--- src/verilog/cpu_isa_pkg.sv ---
`default_nettype none

package cpu_isa_pkg;

	localparam int NUM_REGS = 32;
	localparam int DATA_W = 32;

	typedef logic [$clog2(NUM_REGS)-1:0] reg_addr_t;
	typedef logic [DATA_W-1:0] uint32_t;
	typedef logic [31:0] virt_t;

	typedef enum logic [2:0] {
		FU_ALU = 3'd0,
		FU_MUL = 3'd1,
		FU_CP0 = 3'd2,
		FU_STORE = 3'd3
	} fu_t;

	// internal cause encoding where zero means no exception
	typedef enum logic [4:0] {
		EXC_NONE = 5'd0,
		EXC_INT = 5'd1,
		EXC_ADES = 5'd5,
		EXC_SYS = 5'd8,
		EXC_OV = 5'd12
	} exc_code_t;

	localparam virt_t EXC_VECTOR = 32'hBFC00380;

endpackage

`default_nettype wire

--- src/verilog/rob_pkg.sv ---
`default_nettype none

package rob_pkg;

	// entry pairs in the reorder buffer
	localparam int ROB_DEPTH = 8;
	localparam int ROB_PTR_W = $clog2(ROB_DEPTH);

	typedef logic [ROB_PTR_W-1:0] rob_index_t;

	localparam int STQ_DEPTH = 4;
	localparam int STQ_PTR_W = $clog2(STQ_DEPTH);

	// committed store as seen by memory
	typedef struct packed {
		cpu_isa_pkg::virt_t addr;
		cpu_isa_pkg::uint32_t data;
	} store_req_t;

endpackage

`default_nettype wire

--- src/verilog/except_unit.sv ---
`timescale 1ns/1ps
`default_nettype none

module except_unit (
	input  logic rob_ack,
	input  logic [1:0] head_valid,
	input  cpu_isa_pkg::exc_code_t [1:0] head_exc,
	input  cpu_isa_pkg::virt_t [1:0] head_pc,
	input  logic interrupt_pending,
	output logic except_valid,
	output logic alpha_taken,
	output cpu_isa_pkg::exc_code_t except_code,
	output cpu_isa_pkg::virt_t except_epc
);

	logic [1:0] slot_exc;

	assign slot_exc[0] = head_valid[0] && head_exc[0] != cpu_isa_pkg::EXC_NONE;
	assign slot_exc[1] = head_valid[1] && head_exc[1] != cpu_isa_pkg::EXC_NONE;

	always_comb begin
		except_valid = 1'b0;
		alpha_taken = 1'b0;
		except_code = cpu_isa_pkg::EXC_NONE;
		except_epc = '0;
		if (rob_ack) begin
			if (interrupt_pending) begin
				// interrupt lands before slot 0 executes
				except_valid = 1'b1;
				alpha_taken = 1'b1;
				except_code = cpu_isa_pkg::EXC_INT;
				except_epc = head_pc[0];
			end else if (slot_exc[0]) begin
				except_valid = 1'b1;
				alpha_taken = 1'b1;
				except_code = head_exc[0];
				except_epc = head_pc[0];
			end else if (slot_exc[1]) begin
				except_valid = 1'b1;
				except_code = head_exc[1];
				except_epc = head_pc[1];
			end
		end
	end

endmodule

`default_nettype wire

--- src/verilog/instr_commit.sv ---
`timescale 1ns/1ps
`default_nettype none

module instr_commit (
	// head pair of the ROB
	input  logic [1:0] head_valid,
	input  logic [1:0] head_busy,
	input  cpu_isa_pkg::reg_addr_t [1:0] head_dest,
	input  cpu_isa_pkg::uint32_t [1:0] head_value,
	input  cpu_isa_pkg::fu_t [1:0] head_fu,
	input  cpu_isa_pkg::virt_t [1:0] head_pc,
	input  cpu_isa_pkg::exc_code_t [1:0] head_exc,
	input  cpu_isa_pkg::virt_t [1:0] head_addr,
	input  logic rob_empty,
	input  logic store_full,
	input  logic interrupt_pending,
	output logic rob_ack,
	// register writes
	output logic [1:0] reg_we,
	output cpu_isa_pkg::reg_addr_t [1:0] reg_waddr,
	output cpu_isa_pkg::uint32_t [1:0] reg_wdata,
	// store queue
	output logic store_push,
	output rob_pkg::store_req_t store_req,
	output logic commit_mul,
	output logic commit_cp0,
	// exception
	output logic except_valid,
	output cpu_isa_pkg::exc_code_t except_code,
	output cpu_isa_pkg::virt_t except_epc
);

	logic pair_ready;
	logic alpha_taken;
	logic [1:0] is_store;
	logic [1:0] store_ok;
	logic store_sel;

	// only valid slots can hold the pair back
	assign pair_ready = ~rob_empty & ~|(head_valid & head_busy);

	for (genvar i = 0; i < 2; i++) begin : gen_slot
		assign is_store[i] = head_valid[i] && head_fu[i] == cpu_isa_pkg::FU_STORE;
		assign reg_waddr[i] = head_dest[i];
		assign reg_wdata[i] = head_value[i];
	end

	assign rob_ack = pair_ready & (~|is_store | ~store_full);

	assign reg_we[0] = rob_ack & head_valid[0] & ~(except_valid & alpha_taken);
	assign reg_we[1] = rob_ack & head_valid[1] & ~except_valid;

	// store must be older than the faulting slot
	assign store_ok[0] = is_store[0] & ~(except_valid & alpha_taken);
	assign store_ok[1] = is_store[1] & ~except_valid;
	assign store_sel = store_ok[1];
	assign store_push = rob_ack & |store_ok;
	assign store_req = '{addr: head_addr[store_sel], data: head_value[store_sel]};

	assign commit_mul = rob_ack & head_valid[0] & ~except_valid
		& (head_fu[0] == cpu_isa_pkg::FU_MUL);
	assign commit_cp0 = rob_ack & head_valid[0] & ~except_valid
		& (head_fu[0] == cpu_isa_pkg::FU_CP0);

	except_unit except_inst (
		.rob_ack(rob_ack),
		.head_valid(head_valid),
		.head_exc(head_exc),
		.head_pc(head_pc),
		.interrupt_pending(interrupt_pending),
		.except_valid(except_valid),
		.alpha_taken(alpha_taken),
		.except_code(except_code),
		.except_epc(except_epc)
	);

endmodule

`default_nettype wire

--- src/verilog/store_queue.sv ---
`timescale 1ns/1ps
`default_nettype none

module store_queue #(
	parameter type payload_t = rob_pkg::store_req_t
) (
	input  logic clk,
	input  logic rst_n,
	input  logic push,
	input  payload_t push_data,
	input  logic pop,
	output logic full,
	output logic not_empty,
	output payload_t head_data
);

	payload_t mem_q [rob_pkg::STQ_DEPTH];
	logic [rob_pkg::STQ_PTR_W-1:0] rd_ptr_q;
	logic [rob_pkg::STQ_PTR_W-1:0] wr_ptr_q;
	logic [rob_pkg::STQ_PTR_W:0] count_q;
	logic do_push;
	logic do_pop;

	assign full = count_q == (rob_pkg::STQ_PTR_W + 1)'(rob_pkg::STQ_DEPTH);
	assign not_empty = count_q != '0;
	assign do_push = push & ~full;
	assign do_pop = pop & not_empty;
	assign head_data = mem_q[rd_ptr_q];

	always_ff @(posedge clk or negedge rst_n) begin
		if (!rst_n) begin
			rd_ptr_q <= '0;
			wr_ptr_q <= '0;
			count_q <= '0;
		end else begin
			if (do_push)
				wr_ptr_q <= wr_ptr_q + 1'b1;
			if (do_pop)
				rd_ptr_q <= rd_ptr_q + 1'b1;
			if (do_push && !do_pop)
				count_q <= count_q + 1'b1;
			else if (!do_push && do_pop)
				count_q <= count_q - 1'b1;
		end
	end

	always_ff @(posedge clk) begin
		if (do_push)
			mem_q[wr_ptr_q] <= push_data;
	end

	push_not_full: assert property (@(posedge clk) disable iff (!rst_n)
		push |-> !full)
		else $error("store_queue: store push into full queue");

	pop_not_empty: assert property (@(posedge clk) disable iff (!rst_n)
		pop |-> not_empty)
		else $error("store_queue: pop while empty");

endmodule

`default_nettype wire

--- src/verilog/arch_regfile.sv ---
`timescale 1ns/1ps
`default_nettype none

module arch_regfile (
	input  logic clk,
	input  logic rst_n,
	input  logic [1:0] we,
	input  cpu_isa_pkg::reg_addr_t [1:0] waddr,
	input  cpu_isa_pkg::uint32_t [1:0] wdata,
	input  cpu_isa_pkg::reg_addr_t raddr,
	output cpu_isa_pkg::uint32_t rdata
);

	cpu_isa_pkg::uint32_t regs_q [cpu_isa_pkg::NUM_REGS];

	always_ff @(posedge clk or negedge rst_n) begin
		if (!rst_n) begin
			for (int r = 0; r < cpu_isa_pkg::NUM_REGS; r++)
				regs_q[r] <= '0;
		end else begin
			// later slot overrides on a shared address
			for (int i = 0; i < 2; i++) begin
				if (we[i] && waddr[i] != '0)
					regs_q[waddr[i]] <= wdata[i];
			end
		end
	end

	assign rdata = regs_q[raddr];

endmodule

`default_nettype wire

--- src/verilog/rob.sv ---
`timescale 1ns/1ps
`default_nettype none

module rob (
	input  logic clk,
	input  logic rst_n,
	// dispatch
	input  logic dispatch_valid,
	input  logic [1:0] disp_valid,
	input  cpu_isa_pkg::reg_addr_t [1:0] disp_dest,
	input  cpu_isa_pkg::fu_t [1:0] disp_fu,
	input  cpu_isa_pkg::virt_t [1:0] disp_pc,
	input  cpu_isa_pkg::exc_code_t [1:0] disp_exc,
	// writeback
	input  logic wb_valid,
	input  rob_pkg::rob_index_t wb_index,
	input  logic wb_slot,
	input  cpu_isa_pkg::uint32_t wb_value,
	input  cpu_isa_pkg::virt_t wb_addr,
	// commit side
	input  logic rob_ack,
	input  logic flush,
	output logic rob_full,
	output logic rob_empty,
	output rob_pkg::rob_index_t disp_index,
	output logic [1:0] head_valid,
	output logic [1:0] head_busy,
	output cpu_isa_pkg::reg_addr_t [1:0] head_dest,
	output cpu_isa_pkg::uint32_t [1:0] head_value,
	output cpu_isa_pkg::fu_t [1:0] head_fu,
	output cpu_isa_pkg::virt_t [1:0] head_pc,
	output cpu_isa_pkg::exc_code_t [1:0] head_exc,
	output cpu_isa_pkg::virt_t [1:0] head_addr
);

	logic [1:0] valid_q [rob_pkg::ROB_DEPTH];
	logic [1:0] busy_q [rob_pkg::ROB_DEPTH];
	cpu_isa_pkg::reg_addr_t [1:0] dest_q [rob_pkg::ROB_DEPTH];
	cpu_isa_pkg::uint32_t [1:0] value_q [rob_pkg::ROB_DEPTH];
	cpu_isa_pkg::fu_t [1:0] fu_q [rob_pkg::ROB_DEPTH];
	cpu_isa_pkg::virt_t [1:0] pc_q [rob_pkg::ROB_DEPTH];
	cpu_isa_pkg::exc_code_t [1:0] exc_q [rob_pkg::ROB_DEPTH];
	cpu_isa_pkg::virt_t [1:0] addr_q [rob_pkg::ROB_DEPTH];

	rob_pkg::rob_index_t head_q;
	rob_pkg::rob_index_t tail_q;
	logic [rob_pkg::ROB_PTR_W:0] count_q;
	logic do_disp;
	rob_pkg::rob_index_t wb_offset;

	assign rob_full = count_q == (rob_pkg::ROB_PTR_W + 1)'(rob_pkg::ROB_DEPTH);
	assign rob_empty = count_q == '0;
	assign do_disp = dispatch_valid & ~rob_full;
	assign disp_index = tail_q;

	always_ff @(posedge clk or negedge rst_n) begin
		if (!rst_n) begin
			head_q <= '0;
			tail_q <= '0;
			count_q <= '0;
		end else if (flush) begin
			// exception drops everything in flight
			head_q <= '0;
			tail_q <= '0;
			count_q <= '0;
		end else begin
			if (do_disp)
				tail_q <= tail_q + 1'b1;
			if (rob_ack)
				head_q <= head_q + 1'b1;
			if (do_disp && !rob_ack)
				count_q <= count_q + 1'b1;
			else if (!do_disp && rob_ack)
				count_q <= count_q - 1'b1;
		end
	end

	always_ff @(posedge clk or negedge rst_n) begin
		if (!rst_n) begin
			for (int i = 0; i < rob_pkg::ROB_DEPTH; i++) begin
				valid_q[i] <= '0;
				busy_q[i] <= '0;
			end
		end else begin
			if (do_disp) begin
				valid_q[tail_q] <= disp_valid;
				busy_q[tail_q] <= disp_valid;
			end
			if (wb_valid)
				busy_q[wb_index][wb_slot] <= 1'b0;
		end
	end

	always_ff @(posedge clk) begin
		if (do_disp) begin
			dest_q[tail_q] <= disp_dest;
			fu_q[tail_q] <= disp_fu;
			pc_q[tail_q] <= disp_pc;
			exc_q[tail_q] <= disp_exc;
		end
		// stores bring their address along with the data
		if (wb_valid) begin
			value_q[wb_index][wb_slot] <= wb_value;
			addr_q[wb_index][wb_slot] <= wb_addr;
		end
	end

	assign head_valid = valid_q[head_q];
	assign head_busy = busy_q[head_q];
	assign head_dest = dest_q[head_q];
	assign head_value = value_q[head_q];
	assign head_fu = fu_q[head_q];
	assign head_pc = pc_q[head_q];
	assign head_exc = exc_q[head_q];
	assign head_addr = addr_q[head_q];

	assign wb_offset = wb_index - head_q;

	disp_not_full: assert property (@(posedge clk) disable iff (!rst_n)
		dispatch_valid |-> !rob_full)
		else $error("rob: dispatch while full");

	wb_in_window: assert property (@(posedge clk) disable iff (!rst_n)
		wb_valid |-> ({1'b0, wb_offset} < count_q))
		else $error("rob: writeback to empty index %0d", wb_index);

endmodule

`default_nettype wire

--- src/verilog/commit_top.sv ---
`timescale 1ns/1ps
`default_nettype none

module commit_top (
	input  logic clk,
	input  logic rst_n,
	input  logic dispatch_valid,
	input  logic [1:0] disp_valid,
	input  cpu_isa_pkg::reg_addr_t [1:0] disp_dest,
	input  cpu_isa_pkg::fu_t [1:0] disp_fu,
	input  cpu_isa_pkg::virt_t [1:0] disp_pc,
	input  cpu_isa_pkg::exc_code_t [1:0] disp_exc,
	input  logic wb_valid,
	input  rob_pkg::rob_index_t wb_index,
	input  logic wb_slot,
	input  cpu_isa_pkg::uint32_t wb_value,
	input  cpu_isa_pkg::virt_t wb_addr,
	input  logic interrupt_pending,
	input  logic mem_pop,
	input  cpu_isa_pkg::reg_addr_t dbg_raddr,
	output rob_pkg::rob_index_t disp_index,
	output logic rob_full,
	output logic rob_empty,
	output cpu_isa_pkg::uint32_t dbg_rdata,
	output logic mem_store_valid,
	output rob_pkg::store_req_t mem_store_req,
	output logic commit_mul,
	output logic commit_cp0,
	output logic except_valid,
	output cpu_isa_pkg::exc_code_t except_code,
	output cpu_isa_pkg::virt_t except_epc
);

	logic [1:0] head_valid;
	logic [1:0] head_busy;
	cpu_isa_pkg::reg_addr_t [1:0] head_dest;
	cpu_isa_pkg::uint32_t [1:0] head_value;
	cpu_isa_pkg::fu_t [1:0] head_fu;
	cpu_isa_pkg::virt_t [1:0] head_pc;
	cpu_isa_pkg::exc_code_t [1:0] head_exc;
	cpu_isa_pkg::virt_t [1:0] head_addr;
	logic rob_ack;
	logic [1:0] reg_we;
	cpu_isa_pkg::reg_addr_t [1:0] reg_waddr;
	cpu_isa_pkg::uint32_t [1:0] reg_wdata;
	logic store_push;
	rob_pkg::store_req_t store_req;
	logic store_full;

	rob rob_inst (
		.clk(clk),
		.rst_n(rst_n),
		.dispatch_valid(dispatch_valid),
		.disp_valid(disp_valid),
		.disp_dest(disp_dest),
		.disp_fu(disp_fu),
		.disp_pc(disp_pc),
		.disp_exc(disp_exc),
		.wb_valid(wb_valid),
		.wb_index(wb_index),
		.wb_slot(wb_slot),
		.wb_value(wb_value),
		.wb_addr(wb_addr),
		.rob_ack(rob_ack),
		.flush(except_valid),
		.rob_full(rob_full),
		.rob_empty(rob_empty),
		.disp_index(disp_index),
		.head_valid(head_valid),
		.head_busy(head_busy),
		.head_dest(head_dest),
		.head_value(head_value),
		.head_fu(head_fu),
		.head_pc(head_pc),
		.head_exc(head_exc),
		.head_addr(head_addr)
	);

	instr_commit commit_inst (
		.head_valid(head_valid),
		.head_busy(head_busy),
		.head_dest(head_dest),
		.head_value(head_value),
		.head_fu(head_fu),
		.head_pc(head_pc),
		.head_exc(head_exc),
		.head_addr(head_addr),
		.rob_empty(rob_empty),
		.store_full(store_full),
		.interrupt_pending(interrupt_pending),
		.rob_ack(rob_ack),
		.reg_we(reg_we),
		.reg_waddr(reg_waddr),
		.reg_wdata(reg_wdata),
		.store_push(store_push),
		.store_req(store_req),
		.commit_mul(commit_mul),
		.commit_cp0(commit_cp0),
		.except_valid(except_valid),
		.except_code(except_code),
		.except_epc(except_epc)
	);

	store_queue #(
		.payload_t(rob_pkg::store_req_t)
	) stq_inst (
		.clk(clk),
		.rst_n(rst_n),
		.push(store_push),
		.push_data(store_req),
		.pop(mem_pop),
		.full(store_full),
		.not_empty(mem_store_valid),
		.head_data(mem_store_req)
	);

	arch_regfile regfile_inst (
		.clk(clk),
		.rst_n(rst_n),
		.we(reg_we),
		.waddr(reg_waddr),
		.wdata(reg_wdata),
		.raddr(dbg_raddr),
		.rdata(dbg_rdata)
	);

endmodule

`default_nettype wire

--- config.mk ---
export PLATFORM = sky130hd
export DESIGN_NAME = commit_top
export DESIGN_NICKNAME = d
export VERILOG_FILES = /design/src/verilog/cpu_isa_pkg.sv /design/src/verilog/rob_pkg.sv /design/src/verilog/except_unit.sv /design/src/verilog/instr_commit.sv /design/src/verilog/store_queue.sv /design/src/verilog/arch_regfile.sv /design/src/verilog/rob.sv /design/src/verilog/commit_top.sv
export SDC_FILE = /design/constraint.sdc
export NUM_CORES = 2
export LEC_CHECK = 0
export ABC_CLOCK_PERIOD_IN_PS = 11100
export BUFFER_PORTS_ARGS = -buffer_cell sky130_fd_sc_hd__buf_2
export CAP_MARGIN = 20
export CORE_AREA = 2 2 741 743
export DETAILED_ROUTE_END_ITERATION = 8
export DIE_AREA = 0 0 743 745
export SLEW_MARGIN = 20
export SYNTH_ARGS = -nofsm -noshare
export SYNTH_HDL_FRONTEND = slang
export SYNTH_SLANG_ARGS = --single-unit
export TNS_END_PERCENT = 10
--- constraint.sdc ---
create_clock -name clk -period 11.1 [get_ports clk]
set_input_delay 2.22 -clock clk [delete_from_list [all_inputs] [get_ports clk]]
set_output_delay 2.22 -clock clk [all_outputs]
set_load 0.02 [all_outputs]
==> impl_metrics.csv <==
group,metric,value,unit
floorplan,rows,272,
cts,cts_made_buffers,324,
setup_path,cpPeakStageDelay,0.92,ns
global_route,grt_pass1_vias,78041,
setup_path,path_cells,"buf_4 > mux4_2 > mux2i_2 > and4bb_1 > a31o_4 > a21oi_4 > buf_4 > inv_2 > nor3_1 > buf_2",
placed_design,dp_hpwl,243500,um
sta,worst_pin_slew,1.223,ns
pwr,ir_drop,0.1933,mV
sta,setup-violations-final,0,
cts,cts_num_sinks,3073,
placed_design,pre_cts_ws,2.723,ns
final_layout,final_area,156900,sq um
global_route,antenna_found_initial,119,
placed_design,placed_area,146200,sq um
detailed_routing,drtAntennaViolNets,0,
floorplan,dieArea,553500,sq um
setup_path,crit_fanout,47,
cts,post-cts-setup-buffers,0,
setup_path,critical_path_class,"reg2out",
logic_synthesis,synth_seq_area_share,63.93,%
logic_synthesis,synth_cell_types,76,
cts,ctsHtreeMaxLevel,5,
logic_synthesis,synth_top_cell_area_share,44.18,%
setup_path,worst_setup_path_end_kind,"output port",
detailed_routing,dr_total_vias,77099,
sta,relSlewSlack,18.46,%
sta,timing.setup.tns,0,ns
pwr,cellPowerDensity,220.2,nW/um^2
detailed_routing,firstDrtPassIters,6,
setup_path,r2r_cells,11,
outcome,status,"finished, final reports clean",
hold_path,hold_end,"regfile_inst.regs_q[1018]$_DFF_PN0_",
setup_path,r2r-end,"regfile_inst.regs_q[703]$_DFF_PN0_",
detailed_routing,vias_per_cell,5.001,
job,cap_violations,0,
detailed_routing,drt-total-wl,438900,um
floorplan,num_io_pins,313,
setup_path,timing.rr.start,"rob_inst.head_q[1]$_DFFE_PN0P_",
final_layout,final_nets,8014,
sta,finalCriticalPeriod,9.183,ns
sta,fin_crit_sh,82.73,%
logic_synthesis,synth_edf_count,2000,
logic_synthesis,netlist.top_cell.by_area,"edfxtp_1",
final_layout,drive_gt1_share,25.57,%
detailed_routing,drc,0,
detailed_routing,wire_per_inst,28.47,um
cts,cts.path.max_buffers,4,
detailed_routing,first_iter_violations,9373,
detailed_routing,wl_met1,185000,um
sta,skew,0.05200,ns
setup_path,critical_path_required,8.88,ns
pwr,leakagePower,60.20,nW
cts,clk_pin_slew,0.06,ns
logic_synthesis,syn_area,135900,sq um
sta,final_max_slew_viol_count,0,
floorplan,start_util,24.89,%
floorplan,dieHeight,745,um
logic_synthesis,syn-num-nets,7909,
logic_synthesis,ys_ff_latch,3073,
logic_synthesis,synth.area.top_cells,"edfxtp_1, dfrtp_1, mux2i_1, mux4_2, clkbuf_1",
hold_path,hold_class,"reg2reg",
logic_synthesis,avgSynthCellArea,17.59,sq um
cts,clock_latency,0.96,ns
logic_synthesis,netlist_instances,7726,
hold_path,hold_path_startpoint,"regfile_inst.regs_q[1018]$_DFF_PN0_",
setup_path,worst_setup_path_start_kind,"register",
setup_path,crit_top_cell,"buf_4",
sta,rsz0062_at_grt,"no",
logic_synthesis,yosysWarnings,0,
cts,cts.repair.resized,0,
hold_path,holdPathStages,0,
logic_synthesis,synthArstFlopShare,34.92,%
global_route,overflow,0,
sta,fmax,108.9,MHz
sta,setup_ws,1.917,ns
global_route,grtUsageTotal,15.38,%
final_layout,syn_to_final_growth,15.41,%
global_route,grt_max_degree,159,
setup_path,r2r_slack,3.80,ns
final_layout,final.fill_count,53990,
sta,hold_viol,0,
floorplan,core,546200,sq um
setup_path,slowest_stage,"dfrtp_4",
final_layout,multi_input_area,46730,sq um
final_layout,regArea,86930,sq um
placed_design,gp_congestion,0.7830,
detailed_routing,maxUsedRoutingLayer,"met5",
detailed_routing,dr_wl_met2,196900,um
global_route,grt_pass1_wl,614600,um
cts,root_buffer,"clkbuf_16",
logic_synthesis,yosys_most_used_dff,"edfxtp_1",
cts,cts_hold_buf,0,
setup_path,arrival,6.96,ns
cts,cts_tree,"done",
detailed_routing,met3_length,42090,um
floorplan,die_w,743,um
placed_design,portBuffers,312,
==> layout make-up <==
type / instances / share of cell area [%]
Antenna cell: 61 / 0.09730
Clock buffer: 437 / 5.683
Clock inverter: 153 / 0.9323
Inverter: 13 / 0.04387
Multi-Input combinational cell: 3875 / 29.79
Sequential cell: 3073 / 55.41
Tap cell: 7261 / 5.791
Timing Repair Buffer: 544 / 2.256
==> cells in the final DEF (no fill, tap or decap), types with 57 or more instances in the layout <==
| cell type | instances |
|---|---|
| edfxtp_1 | 2000 |
| mux2i_1 | 1823 |
| dfrtp_1 | 1068 |
| mux4_2 | 814 |
| clkbuf_16 | 332 |
| buf_2 | 307 |
| buf_4 | 219 |
| o22ai_1 | 190 |
| nand2b_1 | 108 |
| nand2_1 | 92 |
| mux2_2 | 89 |
| clkbuf_1 | 83 |
| nor2_1 | 80 |
| diode_2 | 61 |
| clkinv_2 | 57 |
==> synthesized netlist by cell type, types with 18 or more instances <==
cell type	instances
nand4_1	18
nand4b_1	38
o31ai_1	36
a31oi_1	37
nor2_1	97
buf_4	41
mux2_2	89
a221oi_1	33
mux4_2	814
nor3_1	55
a211o_1	32
a21oi_1	53
and2_1	39
nand2_1	93
nor4b_1	34
o22a_1	32
buf_1	97
buf_2	193
nand2b_1	108
mux2i_1	1855
edfxtp_1	2000
o22ai_1	190
dfrtp_1	1073
nor4_1	43
clkbuf_1	428
==> sequential cells by signal, indices dropped and copies added, names as in the netlist, 48 cells and up <==
register / count
rob_inst.value_q: 512
rob_inst.addr_q: 512
regfile_inst.regs_q: 1024
rob_inst.pc_q: 512
stq_inst.mem_q: 256
rob_inst.dest_q: 80
rob_inst.exc_q: 80
rob_inst.fu_q: 48
==> logic make-up (layout without fill, tap and decap cells) <==
group,count (synthesis),after routing,share of synthesized area (%)
simple gates,611,611,2.753
fa+ha+maj,12,12,0.1215
mux,2760,2760,27.91
xor+xnor,11,11,0.07087
buf+inv,778,1147,2.478
compound gates,481,481,2.735
flops,3073,3073,63.93
other cells,0,61,0
==> critical path: cells and delay by family (launching register included) <==
family | cells | cell delay (ns)
simple gates | 2 | 1.14
flops | 1 | 0.92
buf+inv | 4 | 2.15
compound gates | 2 | 0.69
mux | 2 | 1.02
==> how the worst max path moves through the flow <==
stage / from / to / slack, ns
floorplan: dispatch_valid / rob_inst.valid_q[10]$_DFFE_PN0P_ / 0.30
global placement: rob_inst.head_q[1]$_DFFE_PN0P_ / except_code[2] / 2.78
detailed placement: rob_inst.head_q[1]$_DFFE_PN0P_ / except_code[2] / 2.72
CTS: rob_inst.head_q[1]$_DFFE_PN0P_ / except_code[2] / 1.71
global route: rob_inst.head_q[1]$_DFFE_PN0P_ / except_code[2] / 1.64
finish: rob_inst.head_q[1]$_DFFE_PN0P_ / except_code[2] / 1.92
==> report_power, final <==
group | total, mW | switching, mW | internal (mW)
combinational | 8.84 | 5.44 | 3.41
clock | 10.8 | 4.69 | 6.09
sequential | 14.9 | 0.934 | 14.0
total | 34.5 | 11.1 | 23.5
==> per-stage QoR <==
stage	hold slack, ns	util (%)	instances	total power, mW
floorplan	0.4246	-	7726	20.62
global placement	0.3605	26.77	14762	23.85
detailed placement	0.3632	26.77	14762	23.98
CTS	0.3760	28.67	15352	34.75
global route	0.3793	28.70	15375	35.93
finish	0.3752	28.72	15417	34.55
==> layer usage <==
metal / vias to the layer above / global-route usage (%)
li1: 31117 / -
met1: 41472 / 21.05
met2: 3484 / 23.70
met3: 926 / 4.406
met4: 100 / 4.423
met5: - / 0
No activity file was read; power rests on OpenSTA's default activity.
